==> src/design/soc_pkg.sv <==
`default_nettype none

package soc_pkg;

    localparam int word_width = 32;
    localparam int ram_address_width = 16;
    localparam int reg_address_width = 5;

    localparam int ram_depth = 1 << ram_address_width;
    localparam int reg_count = 1 << reg_address_width;

    // Register bumped by the heartbeat loop.
    localparam logic [reg_address_width-1:0] heartbeat_reg = 5'd1;

    // External RAM load and inspect port.
    typedef struct packed {
        logic [ram_address_width-1:0] address;
        logic                         write;
        logic [word_width-1:0]        data;
    } mem_port_t;

    typedef struct packed {
        logic [reg_address_width-1:0] address;
        logic                         write;
        logic [word_width-1:0]        data;
    } reg_write_t;

endpackage

`default_nettype wire
==> src/design/register_file.sv <==
`default_nettype none

module register_file (
    input  logic                                   clock,
    input  logic                                   rst_n,
    input  soc_pkg::reg_write_t                    write_port,
    input  logic [soc_pkg::reg_address_width-1:0]  read1_address,
    output logic [soc_pkg::word_width-1:0]         read1_data,
    input  logic [soc_pkg::reg_address_width-1:0]  read2_address,
    output logic [soc_pkg::word_width-1:0]         read2_data
);

    logic [soc_pkg::word_width-1:0] regs [0:soc_pkg::reg_count-1];

    // x0 always reads as zero.
    function automatic logic [soc_pkg::word_width-1:0] read_reg(
        input logic [soc_pkg::reg_address_width-1:0] address
    );
        return (address == '0) ? '0 : regs[address];
    endfunction

    always_ff @(posedge clock or negedge rst_n) begin
        if (!rst_n) begin
            regs <= '{default: '0};
        end else if (write_port.write && write_port.address != '0) begin
            regs[write_port.address] <= write_port.data;
        end
    end

    always_ff @(posedge clock or negedge rst_n) begin
        if (!rst_n) begin
            read1_data <= '0;
            read2_data <= '0;
        end else begin
            read1_data <= read_reg(read1_address);
            read2_data <= read_reg(read2_address);
        end
    end

endmodule

`default_nettype wire

==> config.mk <==
export PLATFORM = sky130hd
export DESIGN_NAME = register_file
export DESIGN_NICKNAME = d
export VERILOG_FILES = /design/src/design/soc_pkg.sv /design/src/design/register_file.sv
export SDC_FILE = /design/constraint.sdc
export NUM_CORES = 2
export LEC_CHECK = 0
export BUFFER_PORTS_ARGS = -buffer_cell sky130_fd_sc_hd__buf_2
export CORE_MARGIN = 5
export CORE_UTILIZATION = 55
export DETAILED_ROUTE_END_ITERATION = 16
export MAX_ROUTING_LAYER = met4
export PLACE_DENSITY = 0.73
export SLEW_MARGIN = 5
export SYNTH_ARGS = -nofsm -noshare
export SYNTH_HDL_FRONTEND = slang
export SYNTH_SLANG_ARGS = --single-unit
==> constraint.sdc <==
create_clock -name clock -period 3.4 [get_ports clock]
set_input_delay 0.17 -clock clock [delete_from_list [all_inputs] [get_ports clock]]
set_output_delay 0.17 -clock clock [all_outputs]
set_load 0.05 [all_outputs]
==> flow_metrics.tcl <==
set metrics [dict create \
    worstSetupStartpoint "read2_address[2]" \
    core.rowCount 116 \
    cts_buffer_depth 3 \
    die-height_um 328 \
    grt_pass1_vias 36600 \
    p_int_mw 27.3 \
    r2r_setup_slack_ns 1.47 \
    ant_nets 0 \
    synth_cell_types 39 \
    synth_flop_cell "dfrtp_1" \
    drc 0 \
    cts_buffers 115 \
    status "finished clean" \
    synth_enable_flop_cells 0 \
    syn_area_mm2 0.0555 \
    rsz0062_at_grt "false" \
    finalMaxSlewViolations 0 \
    reg2regPathDepth 4 \
    cp.required_ns 3.96 \
    seq_area_mm2 0.0272 \
    cts_tree "built" \
    r2r-start "regs[543]" \
    io_buffers 113 \
    ys_seq_elements 1088 \
    routed_via_density 7.01 \
    antenna_found_initial 12 \
    swShare_pct 27.9 \
    synth_warnings 0 \
    fin_setup_tns_ns 0 \
    final_hold_viol_count 0 \
    seqPwrFrac_pct 45.7 \
    post-route-period-util_pct 57.1 \
    final_common_cell "dfrtp_1" \
    worst_ep_arrival_time_ns 2.50 \
    die_area_mm2 0.107 \
    critPathCaptureType "flip-flop" \
    hpwl_um 98900 \
    wirelength_um 167000 \
    drive_gt1_share_pct 53.2 \
    grtUsageTotal_pct 32.2 \
    skew_ns 0.0266 \
    cellPowerDensity_mw_per_mm2 612 \
    vias 35300 \
    place.gp.congestion 0.845 \
    multiInputGateArea_mm2 0.0266 \
    cp_max_fo 65 \
    root_buffer "clkbuf_16" \
    seq_area_frac_synth_pct 49.0 \
    whs_ns 0.0841 \
    finalSetupViolCount 0 \
    drt-pass1-iter-count 6 \
    syn_area_per_cell_um2 15.2 \
    clkTransAtPathRegs_ns 0.06 \
    leakagePower_nw 27.4 \
    layout_common_cells "1088 x dfrtp_1, 1018 x mux2_2, 423 x mux4_2, 216 x mux2i_1, 138 x buf_4" \
    async_flop_share_pct 100 \
    syn_inst 3646 \
    tightest_slew_ns 1.02 \
    ios 114 \
    cts_sinks 1088 \
    p_switching_mw 10.6 \
    timing.fmax_mhz 515 \
    cp-start-kind "input port" \
    peakVddDrop_mv 0.494 \
    htree_levels 3 \
    area.growth.synth_to_final_pct 11.5 \
    fin_crit_ns 1.94 \
    die_x_um 328 \
    p_comb_share_pct 19.9 \
    grt_start_max_net_pins 112 \
    critPathKind "input port to flip-flop" \
    utilization_pct 61.8 \
    globalRoute.totalOverflow 0 \
    syn-num-nets 3696 \
    min_path_type "input port to asynchronous set/reset pin" \
    grt_pass1_wl_um 250000 \
    r2r-end "read1_data[31]" \
    core_mm2 0.100 \
    wire_per_inst_um 33.0 \
    dr.first_iter.drc_count 3653 \
    clk-insertion-delay-late_ns 0.71 \
    max-slew-margin-rel_pct 31.6 \
    nets 3682 \
    maxCapViolations 0 \
    nFillCells 7402 \
    start_util_pct 55.5 \
    p_clk_share_pct 34.4 \
]
==> layer usage <==
| layer | share of wire (%) | routed length, um | track usage, % | vias up |
|---|---|---|---|---|
| met5 | 0 | 0 | - | - |
| met4 | 4.4 | 7270 | 12.2 | 0 |
| met3 | 7.6 | 12700 | 5.04 | 380 |
| met2 | 48 | 80100 | 50.1 | 1695 |
| met1 | 40 | 66500 | 43.5 | 19200 |
| li1 | - | - | - | 14100 |
==> power by group through the flow <==
stage          logic (mW)  clock network (mW)  registers (mW)
6_report             7.54                13.0            17.3
3_3_place_gp         7.34                   0            17.4
3_5_place_dp         7.54                   0            17.4
2_1_floorplan        5.40                   0            17.2
5_1_grt              8.08                13.7            17.6
4_1_cts              7.56                13.2            17.2
==> Yosys cell counts (2+ instances only) <==
cell	n	area share, %
and3_1	2	0.023
nor3_1	34	0.31
a221oi_1	26	0.41
nand3b_1	6	0.081
o221ai_1	31	0.49
mux2i_1	216	3.9
a2111oi_2	8	0.22
a2111oi_1	8	0.14
nand3_1	3	0.027
or3b_2	3	0.047
a2111oi_0	16	0.25
a211oi_1	43	0.58
o22ai_1	58	0.65
mux2_2	1018	21
or3_1	2	0.023
buf_6	11	0.22
dfrtp_1	1088	49
nor2b_1	16	0.18
mux4_2	423	17
a21oi_1	25	0.23
a211o_1	25	0.39
nor4_1	7	0.079
buf_2	88	0.79
nor3b_1	4	0.054
nand2_1	18	0.12
inv_1	27	0.18
a22o_1	68	1.1
nor2_1	45	0.30
buf_4	22	0.30
nand2b_1	2	0.023
clkbuf_1	240	1.6
buf_1	56	0.38
==> sequential cells by signal (all words and copies together), names as in the netlist <==
register	count
regs	1024
read1_data	32
read2_data	32
==> final cells by class <==
class	count	share of cell area, %
clock buffer	152	5.26
multi-input combinational	2114	43.0
timing repair buffer	286	3.84
inverter	27	0.164
clock inverter	66	1.09
sequential	1088	44.0
tap	1298	2.62
antenna	10	0.0404
==> stage by stage <==
| stage | instance area (um^2) | setup slack [ns] | power [mW] | instances |
|---|---|---|---|---|
| 2_1_floorplan | 55500 | 1.56 | 22.6 | 3646 |
| 3_3_place_gp | 58000 | 0.779 | 24.7 | 4812 |
| 3_5_place_dp | 58000 | 0.743 | 25.0 | 4812 |
| 4_1_cts | 61900 | 1.48 | 38.0 | 5031 |
| 5_1_grt | 61900 | 1.35 | 39.4 | 5036 |
| 6_report | 61900 | 1.46 | 37.9 | 5041 |
==> kinds of logic (layout without fill, tap and decap cells) <==
| logic type | Yosys count | after routing | synth area share [%] |
|---|---|---|---|
| and+or+nand+nor | 147 | 147 | 1.34 |
| muxes | 1657 | 1657 | 41.7 |
| DFF | 1088 | 1088 | 49.0 |
| other | 0 | 10 | 0 |
| AOI/OAI and AO/OA | 310 | 310 | 4.47 |
| buffers and inverters | 444 | 531 | 3.50 |
==> worst max-delay path by stage <==
stage                      to  depth (start not counted)  slack, ns
3_5_place_dp    read2_data[2]                          6       0.74
4_1_cts        read1_data[31]                          4       1.48
2_1_floorplan  read2_data[13]                          7       1.56
6_report        read2_data[5]                          7       1.46
3_3_place_gp    read2_data[2]                          6       0.78
5_1_grt         read2_data[5]                          7       1.35
==> critical path, cell delays in order <==
cell       delay [ns]
buf_6            0.54
buf_4            0.45
buf_4            0.24
mux4_2           0.29
a22o_1           0.25
a2111oi_0        0.38
nor3_1           0.09
==> repair_timing <==
| item | 4_1_cts | 5_1_grt |
|---|---|---|
| hold endpoints to repair | 105 | 0 |
| hold buffers | 1 | 0 |
| resized for setup | 0 | 0 |
| setup buffers | 0 | 0 |
No activity file was read; power rests on OpenSTA's default activity.
