--- src/design/soc_pkg.sv ---
`default_nettype none

package soc_pkg;

    localparam int word_width = 32;
    localparam int ram_address_width = 16;
    localparam int reg_address_width = 5;

    localparam int ram_depth = 1 << ram_address_width;
    localparam int reg_count = 1 << reg_address_width;

    // Register bumped by the heartbeat loop.
    localparam logic [reg_address_width-1:0] heartbeat_reg = 5'd1;

    // External RAM load and inspect port.
    typedef struct packed {
        logic [ram_address_width-1:0] address;
        logic                         write;
        logic [word_width-1:0]        data;
    } mem_port_t;

    typedef struct packed {
        logic [reg_address_width-1:0] address;
        logic                         write;
        logic [word_width-1:0]        data;
    } reg_write_t;

endpackage

`default_nettype wire
--- src/design/reg_heartbeat.sv ---
`default_nettype none

module reg_heartbeat (
    input  logic                                   clock,
    input  logic                                   rst_n,
    output logic [soc_pkg::reg_address_width-1:0]  read_address,
    input  logic [soc_pkg::word_width-1:0]         read_data,
    output soc_pkg::reg_write_t                    write_port,
    output logic                                   led
);

    logic [1:0]                     state;
    logic [2:0]                     led_count;
    logic                           write_strobe;
    logic [soc_pkg::word_width-1:0] write_data;

    always_ff @(posedge clock or negedge rst_n) begin
        if (!rst_n) begin
            state <= 2'd0;
            read_address <= '0;
            write_strobe <= 1'b0;
        end else begin
            state <= state + 2'd1;
            case (state)
                2'd0: begin
                    // Data arrives from the register file two edges later.
                    read_address <= soc_pkg::heartbeat_reg;
                    write_strobe <= 1'b0;
                end
                2'd2: begin
                    write_strobe <= 1'b1;
                end
                default: begin
                end
            endcase
        end
    end

    always_ff @(posedge clock) begin
        if (state == 2'd2) begin
            write_data <= read_data + 1'b1;
        end
    end

    assign write_port.address = soc_pkg::heartbeat_reg;
    assign write_port.write = write_strobe;
    assign write_port.data = write_data;

    // Divide by eight for the LED.
    always_ff @(posedge clock or negedge rst_n) begin
        if (!rst_n) begin
            led_count <= 3'd0;
        end else begin
            led_count <= led_count + 3'd1;
        end
    end

    assign led = led_count[2];

endmodule

`default_nettype wire

--- config.mk ---
export PLATFORM = sky130hd
export DESIGN_NAME = reg_heartbeat
export DESIGN_NICKNAME = d
export VERILOG_FILES = /design/src/design/soc_pkg.sv /design/src/design/reg_heartbeat.sv
export SDC_FILE = /design/constraint.sdc
export NUM_CORES = 1
export LEC_CHECK = 0
export BUFFER_PORTS_ARGS = -buffer_cell sky130_fd_sc_hd__buf_2
export CORE_MARGIN = 3
export CORE_UTILIZATION = 50
export DETAILED_ROUTE_END_ITERATION = 12
export PLACE_DENSITY = 0.79
export SLEW_MARGIN = 20
export SYNTH_ARGS = -nofsm -noshare
export SYNTH_HDL_FRONTEND = slang
export SYNTH_SLANG_ARGS = --single-unit
--- constraint.sdc ---
create_clock -name clock -period 3.85 [get_ports clock]
set_input_delay 0.5775 -clock clock [delete_from_list [all_inputs] [get_ports clock]]
set_output_delay 0.5775 -clock clock [all_outputs]
set_load 0.05 [all_outputs]
==> results of run 1 <==
[worst max-delay path: stages]
cell	delay, ps
buf_2	130
ha_1	230
nand2_1	140
or4_4	480
nor3_2	190
xor2_1	80
[metrics by stage]
stage	util, %	hold slack [ps]	worst slack [ps]	total power, mW
after CTS	65.6	101	2070	0.895
after global routing	65.6	84.1	1910	0.926
final	65.6	98.7	2070	0.892
after floorplan	-	282	2010	0.517
after detailed placement	62.4	420	1770	0.547
after global placement	62.4	412	1800	0.545
[worst paths after layout]
kind	startpoint	endpoint	slack, ps	cells after the start
worst min register to register	state[0]$_DFF_PN0_	state[0]$_DFF_PN0_	430	1
worst max register to register	state[0]$_DFF_PN0_	write_data[17]$_DFFE_PP_	2090	3
worst max-delay path	read_data[0]	write_data[28]$_DFFE_PP_	2070	6
min in group clock	state[0]$_DFF_PN0_	state[0]$_DFF_PN0_	430	1
worst min-delay path	rst_n	read_address[0]$_DFFE_PN0P_	100	1
max in group asynchronous	rst_n	led_count[2]$_DFF_PN0_	3590	1
[metal layers]
| metal | wire length [µm] | part of all wire, % | vias up | track usage [%] |
|---|---|---|---|---|
| met5 | 0 | 0 | - | 0 |
| met4 | 129 | 3.3 | 0 | 9.73 |
| met3 | 299 | 7.6 | 11 | 5.67 |
| met2 | 1990 | 51 | 54 | 31.0 |
| met1 | 1510 | 38 | 664 | 20.5 |
| li1 | - | - | 676 | - |
[cells in the mapped netlist (all sizes together)]
library cell,instances
a21o,1
and2,2
and3,9
and4,1
buf,10
clkbuf,1
conb,2
dfrtp,7
edfxtp,32
ha,4
inv,5
nand2,13
nand3,11
nand4,8
nor2,3
nor3,5
nor4,6
or2,2
or4,1
xnor2,17
xor2,14
[power breakdown]
group	switching, mW	total (mW)	internal [mW]
Clock	0.144	0.354	0.210
Sequential	0	0.457	0.457
Combinational	0.0541	0.0817	0.0276
[cell type report]
cell class	count	area [µm²]	area share, %
Multi-Input combinational cell	106	757	31.1
Timing Repair Buffer	69	348	14.3
Sequential cell	39	1140	46.6
Clock buffer	6	82.6	3.39
Tap cell	48	60.1	2.46
Inverter	5	18.8	0.770
Clock inverter	2	35.0	1.44
[logic make-up after synthesis]
logic type      Yosys count
xor+xnor                 31
fa+ha+maj                 4
compound gates            1
flops                    39
buf+inv                  16
other cells               2
simple gates             61
[sequential cells by signal, indices dropped and copies added (netlist names)]
signal        cells
write_data       32
led_count         3
state             2
read_address      1
write_strobe      1
==> impl_metrics.json, run 1 <==
{
  "core_mm2": 0.00372,
  "num_io_pins": 78,
  "ir_drop_mv": 0.156,
  "drtAntennaViolNets": 0,
  "gp_congestion": 0.864,
  "antenna_found_initial": 0,
  "syn2layout_area_growth_pct": 24.0,
  "synth_area_leaders": "edfxtp_1 49%, dfrtp_1 8.9%, xnor2_1 7.6%, xor2_1 6.2%, buf_4 3.8%",
  "cts.clk_slew.worst_paths_ps": 80,
  "crit_path_max_fanout": 5,
  "end_kind": "flip-flop",
  "drtIter0Drc": 91,
  "nets": 264,
  "die_width_um": 68.7,
  "drive_gt1_share_pct": 40.1,
  "drc": 0,
  "fin_crit_ps": 1780,
  "vias": 1405,
  "final.period_utilization_pct": 46.3,
  "outcome": "finished, final reports clean",
  "p_leak_nw": 1.03,
  "first_pass_iters": 4,
  "synthXorXnorAreaFrac_pct": 13.8,
  "postCtsHoldBufs": 0,
  "syn_area_per_cell_um2": 12.8,
  "tightestPinTransition_ps": 699,
  "dieArea_mm2": 0.00472,
  "grt_usage_pct": 18.3,
  "clock_skew_ps": 4.80,
  "fin_area_mm2": 0.00244,
  "wire_per_inst_um": 14.3,
  "place_inst": 267,
  "final_cell_mix": "68 x buf_2, 32 x edfxtp_1, 17 x xnor2_1",
  "portBuffers": 68,
  "drt-total-wl_um": 3920,
  "post_cts_resize_count": 0,
  "min_path_type": "in2async",
  "synth_compound_area_share_pct": 0.382,
  "dp_hpwl_um": 3040,
  "yosys.area.top_type_share_pct": 48.9,
  "cts-htree-levels": 2,
  "maxCapViolations": 0,
  "powerDensity_mw_per_mm2": 366,
  "clkSinkCount": 39,
  "start_util_pct": 52.9,
  "yosys-mux-area-fraction_pct": 0,
  "synthAdderAreaFrac_pct": 2.55,
  "stdcell_count": 275,
  "cp_data_required_time_ps": 3900,
  "grt_pass1_vias": 1338,
  "yosysSeqAreaShare_pct": 57.8,
  "worstSetupPathType": "in2reg",
  "slew_headroom_pct": 53.4,
  "grt_pass1_wl_um": 6170,
  "antenna_cells": 0,
  "synth_top_family_by_area": "simple AND/OR/NAND/NOR gates",
  "syn_area_mm2": 0.00197,
  "grt_max_degree": 18,
  "clock_latency_ps": 300,
  "die_h_um": 68.7,
  "final_common_cell": "buf_2",
  "worst-endpoint-arrival_ps": 1840,
  "synth-seq-cells": 39,
  "grt.overflow.total": 0,
  "finalSetupTns_ps": 0,
  "timing.fmax_mhz": 561,
  "fillers": 293,
  "setup_viol": 0,
  "clockBufferDepth": 2,
  "syn_inst": 154,
  "place_area_mm2": 0.00232,
  "grt_setup_unrepaired": "false",
  "synthDistinctLibCells": 27,
  "post_cts_buffers": 0,
  "via_per_inst": 5.11,
  "root_buffer": "clkbuf_8",
  "startpoint_type": "input port",
  "synth_largest_area_cell": "edfxtp_1",
  "synthSimpleGateAreaFrac_pct": 20.1,
  "hold_viol": 0,
  "yosys_warnings": 0,
  "rows": 22,
  "cts_buffers": 5,
  "tritoncts": "done",
  "drv_slew": 0
}
(Power assumes the default switching activity.)
==> inputs of run 2 (changes only) <==
--- a/config.mk
+++ b/config.mk
@@ -7,9 +7,9 @@
 export LEC_CHECK = 0
 export BUFFER_PORTS_ARGS = -buffer_cell sky130_fd_sc_hd__buf_2
 export CORE_MARGIN = 3
-export CORE_UTILIZATION = 50
+export CORE_UTILIZATION = 43
 export DETAILED_ROUTE_END_ITERATION = 12
-export PLACE_DENSITY = 0.79
+export PLACE_DENSITY = 0.72
 export SLEW_MARGIN = 20
 export SYNTH_ARGS = -nofsm -noshare
 export SYNTH_HDL_FRONTEND = slang
==> constraint.sdc (replaced) <==
create_clock -name clock -period 1.59 [get_ports clock]
set_input_delay 0.2385 -clock clock [delete_from_list [all_inputs] [get_ports clock]]
set_output_delay 0.2385 -clock clock [all_outputs]
set_load 0.05 [all_outputs]
==> run 2 against run 1 <==
Flip-flop and latch count unchanged. Combinational power rose to 2.7 times the previous value. Core utilization down 4.4 points. Die area up 15%. Setup slack worse by 1800 ps. Global-route usage down 2.1 points. Clock skew up 1.8 ps. Final area up 5.5%. Wire length up 6.8%. Largest power group unchanged.
==> impl_metrics.json, run 2 (synthesized netlist as in run 1, its figures left out) <==
{
  "first_pass_iters": 4,
  "timing.fmax_mhz": 734,
  "clockBufferDepth": 2,
  "grt_max_degree": 34,
  "gp_congestion": 0.810,
  "grt_pass1_vias": 1407,
  "end_kind": "flip-flop",
  "min_path_type": "in2reg",
  "fillers": 341,
  "min_path_cells": 2,
  "die_width_um": 73.6,
  "drc": 0,
  "met2WireLength_um": 2000,
  "largest_register": "write_data",
  "startpoint_type": "input port",
  "final_common_cell": "buf_2",
  "crit_path_max_fanout": 4,
  "clock_latency_ps": 290,
  "top_layer": "met4",
  "drt-total-wl_um": 4190,
  "r2r.worst_path.cells": 3,
  "die_h_um": 73.6,
  "wire_per_inst_um": 14.3,
  "dr_wl_met3_um": 293,
  "final.period_utilization_pct": 85.7,
  "fin_crit_ps": 1360,
  "clock_skew_ps": 6.62,
  "drtAntennaViolNets": 0,
  "num_io_pins": 78,
  "grt_pass1_wl_um": 6530,
  "place_inst": 284,
  "clkSinkCount": 39,
  "core_mm2": 0.00420,
  "largest_register_ffs": 32,
  "via_per_inst": 5.00,
  "rows": 23,
  "root_buffer": "clkbuf_8",
  "tritoncts": "done",
  "antenna_found_initial": 0,
  "stdcell_count": 293,
  "portBuffers": 68,
  "post_cts_buffers": 0,
  "nets": 280,
  "grt_usage_pct": 16.2,
  "cp_data_required_time_ps": 1630,
  "hold_viol": 0,
  "drtIter0Drc": 95,
  "antenna_cells": 0,
  "wl_met1_um": 1760,
  "maxCapViolations": 0,
  "top_regs": "write_data (32), led_count (3), state (2)",
  "vias": 1466,
  "cts.clk_slew.worst_paths_ps": 70,
  "powerDensity_mw_per_mm2": 820,
  "syn2layout_area_growth_pct": 30.9,
  "outcome": "finished, final reports clean",
  "cts-htree-levels": 2,
  "drive_gt1_share_pct": 44.0,
  "grt_setup_unrepaired": "false",
  "dieArea_mm2": 0.00542,
  "start_util_pct": 46.8,
  "dp_hpwl_um": 3270,
  "drv_slew": 0,
  "cts_buffers": 5,
  "final_cell_mix": "68 x buf_2, 32 x edfxtp_1, 17 x xnor2_1",
  "worstSetupPathType": "in2reg",
  "place_ws_ps": -53.6,
  "worst-endpoint-arrival_ps": 1400,
  "grt.overflow.total": 0,
  "p_leak_nw": 1.11,
  "worst_slack_ps": 228,
  "ir_drop_mv": 0.459,
  "setup_viol": 0,
  "totalPowerFinal_mw": 2.11
}
run 2: worst paths after layout:
path	from	to	slack [ps]
setup reg to reg	state[0]$_DFF_PN0_	write_data[21]$_DFFE_PP_	380
setup / recovery	read_data[0]	write_data[28]$_DFFE_PP_	230
hold / removal	read_data[31]	write_data[31]$_DFFE_PP_	250
hold reg to reg	led_count[0]$_DFF_PN0_	led_count[0]$_DFF_PN0_	420
max in group asynchronous	rst_n	state[1]$_DFF_PN0_	1130
min in group asynchronous	rst_n	read_address[0]$_DFFE_PN0P_	310
run 2: cell type report:
cell class	count	area (µm²)	area share, %
tap	50	62.6	2.43
multi-input combinational	106	759	29.5
timing repair buffer	85	483	18.8
sequential	39	1140	44.2
inverter	5	18.8	0.730
clock buffer	7	108	4.18
clock inverter	1	5.00	0.195
run 2: through the flow:
| step | hold slack [ps] | util, % | TNS (ps) | cell area, µm² |
|---|---|---|---|---|
| final | 253 | 61.2 | 0 | 2570 |
| after global routing | 244 | 61.2 | 0 | 2570 |
| after detailed placement | 79.6 | 58.3 | -75.2 | 2450 |
| after CTS | 247 | 61.2 | 0 | 2570 |
| after floorplan | -57.1 | - | 0 | 1990 |
| after global placement | 72.1 | 58.3 | -29.1 | 2450 |
run 2: report_power, final:
group | total (mW) | leakage, nW | switching, mW | internal, mW
sequential | 1.11 | 0.372 | 0 | 1.11
clock | 0.784 | 0.0594 | 0.339 | 0.444
combinational | 0.220 | 0.675 | 0.135 | 0.0855
total | 2.11 | 1.11 | 0.474 | 1.64
run 2: per-layer routing:
metal  up-vias  track usage [%]
met3        11             4.51
li1        706                -
met1       682             18.8
met5         -                0
met4         0             7.65
met2        67             27.3
run 2: worst max-delay path, cell delays in order:
cell and delay [ps]:
buf_2 110, ha_1 180, nand2_1 110, or4_4 470
nor3_2 200, xor2_1 80
run 2: what timing repair did:
action,in CTS,in global routing
hold buffers,1,0
hold endpoints to repair,7,0
resized for setup,0,0
