File: src/design/riscv_pkg.sv
`default_nettype none

package riscv_pkg;

    // Major opcodes.
    localparam logic [6:0] op_load    = 7'b0000011;
    localparam logic [6:0] op_store   = 7'b0100011;
    localparam logic [6:0] op_branch  = 7'b1100011;
    localparam logic [6:0] op_jal     = 7'b1101111;
    localparam logic [6:0] op_jalr    = 7'b1100111;
    localparam logic [6:0] op_lui     = 7'b0110111;
    localparam logic [6:0] op_auipc   = 7'b0010111;
    localparam logic [6:0] op_alu_imm = 7'b0010011;
    localparam logic [6:0] op_alu_reg = 7'b0110011;
    localparam logic [6:0] op_system  = 7'b1110011;
    localparam logic [6:0] op_fp      = 7'b1010011;

    // Upper five bits of funct7 under op_fp.
    localparam logic [4:0] fadd     = 5'b00000;
    localparam logic [4:0] fsub     = 5'b00001;
    localparam logic [4:0] fmul     = 5'b00010;
    localparam logic [4:0] fdiv     = 5'b00011;
    localparam logic [4:0] fsgnj    = 5'b00100;
    localparam logic [4:0] fminmax  = 5'b00101;
    localparam logic [4:0] fsqrt    = 5'b01011;
    localparam logic [4:0] fcmp     = 5'b10100;
    localparam logic [4:0] fcvt_f2i = 5'b11000;
    localparam logic [4:0] fmv_f2i  = 5'b11100;
    localparam logic [4:0] fcvt_i2f = 5'b11010;
    localparam logic [4:0] fmv_i2f  = 5'b11110;

    // Set when the move or convert goes from integer to float.
    localparam logic [4:0] fp_dir_bit = fcvt_f2i ^ fcvt_i2f;

    typedef union packed {
        struct packed {
            logic [6:0] funct7;
            logic [4:0] rs2;
            logic [4:0] rs1;
            logic [2:0] funct3;
            logic [4:0] rd;
            logic [6:0] opcode;
        } r_fmt;
        struct packed {
            logic [4:0] rs3;
            logic [1:0] fmt;
            logic [4:0] rs2;
            logic [4:0] rs1;
            logic [2:0] funct3;
            logic [4:0] rd;
            logic [6:0] opcode;
        } r4_fmt;
        struct packed {
            logic [11:0] imm;
            logic [4:0]  rs1;
            logic [2:0]  funct3;
            logic [4:0]  rd;
            logic [6:0]  opcode;
        } i_fmt;
        struct packed {
            logic [6:0] imm_11_5;
            logic [4:0] rs2;
            logic [4:0] rs1;
            logic [2:0] funct3;
            logic [4:0] imm_4_0;
            logic [6:0] opcode;
        } s_fmt;
        struct packed {
            logic       imm_12;
            logic [5:0] imm_10_5;
            logic [4:0] rs2;
            logic [4:0] rs1;
            logic [2:0] funct3;
            logic [3:0] imm_4_1;
            logic       imm_11;
            logic [6:0] opcode;
        } b_fmt;
        struct packed {
            logic [19:0] imm_31_12;
            logic [4:0]  rd;
            logic [6:0]  opcode;
        } u_fmt;
        struct packed {
            logic       imm_20;
            logic [9:0] imm_10_1;
            logic       imm_11;
            logic [7:0] imm_19_12;
            logic [4:0] rd;
            logic [6:0] opcode;
        } j_fmt;
    } insn_t;

    typedef struct packed {
        logic is_branch;
        logic is_alu_reg_imm;
        logic is_alu_reg_reg;
        logic is_jal;
        logic is_jalr;
        logic is_lui;
        logic is_auipc;
        logic is_load;
        logic is_store;
        logic is_system;
        logic is_fadd;
        logic is_fsub;
        logic is_fmul;
        logic is_fdiv;
        logic is_fsgnj;
        logic is_fminmax;
        logic is_fsqrt;
        logic is_fcmp;
        logic is_fcvt_f2i;
        logic is_fmv_f2i;
        logic is_fcvt_i2f;
        logic is_fmv_i2f;
    } op_class_t;

    typedef struct packed {
        op_class_t   op_class;
        logic [4:0]  rs1;
        logic [4:0]  rs2;
        logic [4:0]  rs3;
        logic [4:0]  rd;
        logic [1:0]  fmt;
        logic [2:0]  funct3_rm;
        logic [6:0]  funct7;
        logic [4:0]  funct5;
        logic [4:0]  shamt_ftype;
        logic [31:0] imm_alu_load;
        logic [31:0] imm_store;
        logic [31:0] imm_branch;
        logic [31:0] imm_upper;
        logic [31:0] imm_jump;
    } decode_t;

endpackage

`default_nettype wire

File: src/design/insn_decoder.sv
`default_nettype none

module insn_decoder (
    input  riscv_pkg::insn_t    insn,
    output riscv_pkg::decode_t  decode
);

    logic [6:0] opcode;
    logic [4:0] f5;
    logic       is_fp;
    logic       fp_cvt;
    logic       fp_mv;
    logic       to_float;

    assign opcode = insn.r_fmt.opcode;
    assign f5 = insn.r_fmt.funct7[6:2];
    assign is_fp = (opcode == riscv_pkg::op_fp);

    // Converts and moves share a group, split by the direction bit.
    assign fp_cvt = is_fp && ((f5 & ~riscv_pkg::fp_dir_bit) == riscv_pkg::fcvt_f2i);
    assign fp_mv = is_fp && ((f5 | riscv_pkg::fp_dir_bit) == riscv_pkg::fmv_i2f);
    assign to_float = |(f5 & riscv_pkg::fp_dir_bit);

    // Integer opcode classes.
    assign decode.op_class.is_branch = (opcode == riscv_pkg::op_branch);
    assign decode.op_class.is_alu_reg_imm = (opcode == riscv_pkg::op_alu_imm);
    assign decode.op_class.is_alu_reg_reg = (opcode == riscv_pkg::op_alu_reg);
    assign decode.op_class.is_jal = (opcode == riscv_pkg::op_jal);
    assign decode.op_class.is_jalr = (opcode == riscv_pkg::op_jalr);
    assign decode.op_class.is_lui = (opcode == riscv_pkg::op_lui);
    assign decode.op_class.is_auipc = (opcode == riscv_pkg::op_auipc);
    assign decode.op_class.is_load = (opcode == riscv_pkg::op_load);
    assign decode.op_class.is_store = (opcode == riscv_pkg::op_store);
    assign decode.op_class.is_system = (opcode == riscv_pkg::op_system);

    // Floating point classes.
    assign decode.op_class.is_fadd = is_fp && (f5 == riscv_pkg::fadd);
    assign decode.op_class.is_fsub = is_fp && (f5 == riscv_pkg::fsub);
    assign decode.op_class.is_fmul = is_fp && (f5 == riscv_pkg::fmul);
    assign decode.op_class.is_fdiv = is_fp && (f5 == riscv_pkg::fdiv);
    assign decode.op_class.is_fsgnj = is_fp && (f5 == riscv_pkg::fsgnj);
    assign decode.op_class.is_fminmax = is_fp && (f5 == riscv_pkg::fminmax);
    assign decode.op_class.is_fsqrt = is_fp && (f5 == riscv_pkg::fsqrt);
    assign decode.op_class.is_fcmp = is_fp && (f5 == riscv_pkg::fcmp);
    assign decode.op_class.is_fcvt_f2i = fp_cvt && !to_float;
    assign decode.op_class.is_fmv_f2i = fp_mv && !to_float;
    assign decode.op_class.is_fcvt_i2f = fp_cvt && to_float;
    assign decode.op_class.is_fmv_i2f = fp_mv && to_float;

    // Register and function fields.
    assign decode.rs1 = insn.r_fmt.rs1;
    assign decode.rs2 = insn.r_fmt.rs2;
    assign decode.rs3 = insn.r4_fmt.rs3;
    assign decode.rd = insn.r_fmt.rd;
    assign decode.fmt = insn.r4_fmt.fmt;
    assign decode.funct3_rm = insn.r_fmt.funct3;
    assign decode.funct7 = insn.r_fmt.funct7;
    assign decode.funct5 = f5;
    assign decode.shamt_ftype = insn.i_fmt.imm[4:0];

    // Immediates, sign extended from bit 31.
    assign decode.imm_alu_load = {{20{insn.i_fmt.imm[11]}}, insn.i_fmt.imm};
    assign decode.imm_store = {
        {20{insn.s_fmt.imm_11_5[6]}},
        insn.s_fmt.imm_11_5,
        insn.s_fmt.imm_4_0
    };
    assign decode.imm_branch = {
        {19{insn.b_fmt.imm_12}},
        insn.b_fmt.imm_12,
        insn.b_fmt.imm_11,
        insn.b_fmt.imm_10_5,
        insn.b_fmt.imm_4_1,
        1'b0
    };
    assign decode.imm_upper = {insn.u_fmt.imm_31_12, 12'b0};
    assign decode.imm_jump = {
        {11{insn.j_fmt.imm_20}},
        insn.j_fmt.imm_20,
        insn.j_fmt.imm_19_12,
        insn.j_fmt.imm_11,
        insn.j_fmt.imm_10_1,
        1'b0
    };

endmodule

`default_nettype wire

File: config.mk
export PLATFORM = sky130hd
export DESIGN_NAME = insn_decoder
export DESIGN_NICKNAME = d
export VERILOG_FILES = /design/src/design/riscv_pkg.sv /design/src/design/insn_decoder.sv
export SDC_FILE = /design/constraint.sdc
export NUM_CORES = 1
export LEC_CHECK = 0
export CAP_MARGIN = 20
export CORE_AREA = 2 2 101 103
export DETAILED_ROUTE_END_ITERATION = 8
export DIE_AREA = 0 0 103 105
export DONT_BUFFER_PORTS = 1
export PLACE_DENSITY = 0.36
export SLEW_MARGIN = 20
export SYNTH_ARGS = -nofsm -noshare
export SYNTH_HDL_FRONTEND = slang
export SYNTH_SLANG_ARGS = --single-unit
File: constraint.sdc
create_clock -name vclk -period 1.4
set_clock_uncertainty 0.2 [all_clocks]
set_input_delay 0 -clock vclk [all_inputs]
set_output_delay 0 -clock vclk [all_outputs]
set_load 0.02 [all_outputs]
==> results of run 1 <==
[final cells by class]
| type | count | share of cell area |
|---|---|---|
| Timing Repair Buffer | 57 | 0.524 |
| Inverter | 2 | 0.00655 |
| Tap cell | 133 | 0.145 |
| Multi-Input combinational cell | 57 | 0.324 |
[cells in the final DEF (no fill, tap or decap), types with 3 or more instances in the layout]
cell type / count
buf_12: 6
buf_4: 23
nor3_1: 5
dlymetal6s4s_1: 4
conb_1: 14
dlygate4sd3_1: 23
nand3b_1: 3
nor4_2: 3
nand2_1: 4
nor4_1: 13
nand2b_1: 5
[per-layer routing]
| metal | GRT usage | wire [microns] |
|---|---|---|
| met1 | 0.0629 | 1120 |
| met2 | 0.0858 | 1450 |
| met3 | 0.0140 | 437 |
| met5 | 0 | 0 |
| met4 | 0.00564 | 29 |
[final timing paths]
path     endpoint  slack [ns]  depth (start not counted)
max   decode[107]        0.02                          1
min    decode[53]       -0.20                          0
[what timing repair did]
action                                 in CTS  in global routing
setup endpoints to repair                   0                 98
endpoints found under the hold margin     192                  5
resized for setup                           0                  4
[power by group]
part	switching, uW	total, uW	leakage [uW]	internal, uW
Combinational	511	629	0.000458	118
Sequential	0	0	0	0
Clock	0	0	0	0
[kinds of logic (layout without fill, tap and decap cells)]
| group | count (synthesis) | after routing | synth area share |
|---|---|---|---|
| buffers and inverters | 206 | 59 | 0.826 |
| AND/OR/NAND/NOR | 43 | 43 | 0.172 |
| other | 1 | 14 | 0.00202 |
[stage by stage]
| step | cells | util | setup WS, ns |
|---|---|---|---|
| 5_1_grt | 249 | 0.119 | -0.0289 |
| 4_1_cts | 249 | 0.118 | 0.00809 |
| 3_5_place_dp | 215 | 0.0745 | 0.171 |
| 3_3_place_gp | 215 | 0.0745 | 0.179 |
| 2_1_floorplan | 263 | - | 0.0230 |
| 6_report | 249 | 0.119 | 0.0195 |
==> metrics, run 1 <==
status complete, but fails checks; failing checks negative hold slack; Tmin final around 1.4 ns; hpwl dp 2.19 mm; I/O pin count approximately 260; row cnt 36; Pwr per Cell Area roughly 550 nW/um^2; mean post-synth cell area between 7 and 8 sq um; P&R area growth vs syn -38.2%; FF+latch count 0; HP Start insn[21]; Slew Viols, Final 0; max_slew headroom 0.350; Max stage delay on crit path 1.10 ns; largest net degree at the start of global routing 79; Worst Hold Class input pin to primary output; first-pass GRT wire length about 4.3 mm; Final Hold Slack -0.200 ns; Final Cell Area about 1100 sq um; peak supply drop 0.422 mV; Mapped Cells 250; Fill cells 1130; clock buffer count 0; Placer Congestion 0.628; Slew @ Worst Pin roughly 0.98 ns; commonest cells in the netlist buf_4 (202), nor4_1 (13), nand2b_1 (5), nor3_1 (5), nand2_1 (4); First-pass DRT Iterations 3; Routed Antenna Nets 0; final WL ~3.0 mm; crit path launch insn[31]; Die X a little over 100 microns; Seq/Total Area, Yosys 0; crit path kind input pin to primary output; number of global-route vias before repair ~750; Worst setup EP type primary output; top cell type's share of synthesized area 0.818; Leakage Power between 0.0004 and 0.0005 uW; Core Region just under 10000 sq um; Yosys Warn Count 0; setup tns final 0 ns; input/output buffers 0; Die H roughly 110 microns; drt via density 3.05; Starting Density 0.192; grt total ovfl 0; Crit path arrival time approximately 1.2 ns; Netlist cell types 18; crit-path cells buf_16; initial antenna violation count 0; Post-Place Cell Area between 700 and 800 sq um; Tcrit/Tclk final 0.986; Final Hold Fails 5; initial DRC count 20; layout cell share with drive strength beyond 1 0.328; family with the most delay on the worst path buffers and inverters; final setup violation count 0; Slowest-stage cell, CP buf_16; footprint of the multi-input gates approximately 370 sq um; Synth area leader buf_4; Fmax 0.724 GHz; RSZ-0062 raised after global routing true; Critical Path Start Type input pin; Critical path buffers and inverters 1; synth top area cells buf_4 (82%), nor4_1 (4.4%), nor4_2 (2.0%); Ant. Diodes 0; CP Max Fanout approximately 80; vias 760; setup bufs post-CTS 0; DRC errors left 0; Crit path required time around 1.2 ns; Post-Syn Area around 1900 sq um; most common cell in the netlist buf_4; GRT Total Usage 0.0498; hold buffers post-CTS 34; total chip power roughly 630 uW; max_cap viols 0; nets 150; die area roughly 11000 sq um; FF+latch area 0 sq um; Avg WL per Cell about 12 microns
Note: power is estimated with default switching activity, not from simulation.
==> run 2, diff against run 1 <==
Settings changed: CORE_AREA 2 2 101 103 to 3 3 99 101, DIE_AREA 0 0 103 105 to 0 0 102 104, PLACE_DENSITY 0.36 to 0.37.
==> run 2 against run 1 <==
Compared with the run above:
- the run ends with negative setup slack left
- highest routed layer unchanged
- count of clock-buffer cells in the layout unchanged
- routed wire length shrank 11%
- largest power group unchanged
- cell count decreased by 8.8%
- critical path type unchanged
- flip-flop and latch count is the same
- non-clock buffer count stayed put
==> metrics, run 2 (synthesized netlist as in run 1, its figures left out) <==
Routed Antenna Nets 0 (unchanged); Crit path required time 1.20 ns (about the same); Critical path buffers and inverters 1 (unchanged); commonest non-fill, non-tap cell in the layout dlygate4sd3_1; RSZ-0062 raised after global routing true (unchanged); nets 150 (unchanged); final setup violation count 6 (was 0); drt via density 3.45 (was 3.05); clock buffer count 0 (unchanged); Final Hold Fails 0 (was 5); Fmax 0.714 GHz (was 0.724 GHz); input/output buffers 0 (unchanged); CP Max Fanout 78 (unchanged); Tcrit/Tclk final 1.00 (was 0.986); worst setup margin -0.00120 ns (was 0.0195 ns); Max stage delay on crit path 1.08 ns (was 1.10 ns); FF+latch area 0 sq um (unchanged); Leakage Power 0.000465 uW (was 0.000458 uW); Die H 104 microns (was 105 microns); Die X 102 microns (was 103 microns); largest net degree at the start of global routing 79 (unchanged); Critical Path Start Type input pin (unchanged); max_cap viols 0 (unchanged); vias 783 (was 760); GRT Total Usage 0.0405 (was 0.0498); First-pass DRT Iterations 4 (was 3); max_slew headroom 0.342 (was 0.350); failing checks negative setup slack (was negative hold slack); FF+latch count 0 (unchanged); Starting Density 0.204 (was 0.192); Core Region 9110 sq um (was 9640 sq um); setup tns final -0.00401 ns (was 0 ns); crit-path cells buf_16 (unchanged); first-pass GRT wire length 3.62 mm (was 4.26 mm); Avg WL per Cell 11.9 microns (was 12.2 microns); final WL 2.70 mm (was 3.04 mm); Slowest-stage cell, CP buf_16 (unchanged); P&R area growth vs syn -39.4% (was -38.2%); Setup WS pre-CTS 0.199 ns (was 0.171 ns); Layout Utilization 0.123 (was 0.119); layout cell share with drive strength beyond 1 0.319 (was 0.328); peak supply drop 0.292 mV (was 0.422 mV); Ant. Diodes 0 (unchanged); Slew Viols, Final 0 (unchanged); Placer Congestion 0.607 (was 0.628); initial antenna violation count 0 (unchanged); status complete, but fails checks (unchanged); die area 10600 sq um (was 10800 sq um); Crit path arrival time 1.20 ns (was 1.18 ns); Worst Hold Class input pin to primary output (unchanged); crit path kind input pin to primary output (unchanged); hpwl dp 1.88 mm (was 2.19 mm); Worst setup EP type primary output (unchanged); number of global-route vias before repair 728 (was 747); setup bufs post-CTS 0 (unchanged); Final Hold Slack 0.0125 ns (was -0.200 ns); family with the most delay on the worst path buffers and inverters (unchanged); initial DRC count 11 (was 20); row cnt 35 (was 36); Slew @ Worst Pin 0.991 ns (was 0.980 ns); I/O pin count 256 (unchanged); grt total ovfl 0 (unchanged); Tmin final 1.40 ns (was 1.38 ns); most frequent cells in the layout dlygate4sd3_1 (23), buf_4 (22), conb_1 (14) (was dlygate4sd3_1 (23), buf_4 (23), conb_1 (14)); DRC errors left 0 (unchanged); Pwr per Cell Area 573 nW/um^2 (was 549 nW/um^2)
[run 2: cell types whose count changed in the layout (fill, tap and decap cells not counted), sizes merged]
cell,before,now
buf,30,29
dlymetal6s4s,4,5
[run 2: stage by stage]
stage	cell area, sq um	cells	total power (uW)
floorplan	1900	263	893
global placement	683	192	89.6
detailed placement	683	192	90.0
CTS	1110	227	645
global route	1120	227	679
finish	1120	227	644
[run 2: repair_timing]
action                                  4_1_cts  5_1_grt
resized for setup                             0        5
hold endpoints to repair                    192        0
endpoints found under the setup margin        0       73
hold buffers                                 35        0
[run 2: where the power goes]
group,leakage [uW],total (uW),internal (uW),switching [uW]
clock network,0,0,0,0
logic,0.000465,644,120,524
registers,0,0,0,0
total,0.000465,644,120,524
[run 2: final timing paths]
| kind | cells after the start | endpoint | startpoint | slack, ns |
|---|---|---|---|---|
| setup / recovery | 1 | decode[156] | insn[31] | -0.001 |
| hold / removal | 2 | decode[210] | insn[27] | 0.01 |
[run 2: area by class of cell]
cell class / count / area (sq um)
Inverter: 2 / 7.51
Timing Repair Buffer: 57 / 606
Fill cell: 1037 / 7990
Tap cell: 111 / 139
Multi-Input combinational cell: 57 / 372
[run 2: per-layer routing]
layer | global-route usage | wire length [microns] | vias up
met3 | 0.00939 | 444 | 6
met5 | 0 | 0 | -
met1 | 0.0391 | 767 | 347
met2 | 0.0850 | 1470 | 110
met4 | 0.00469 | 20 | 0
li1 | - | - | 320
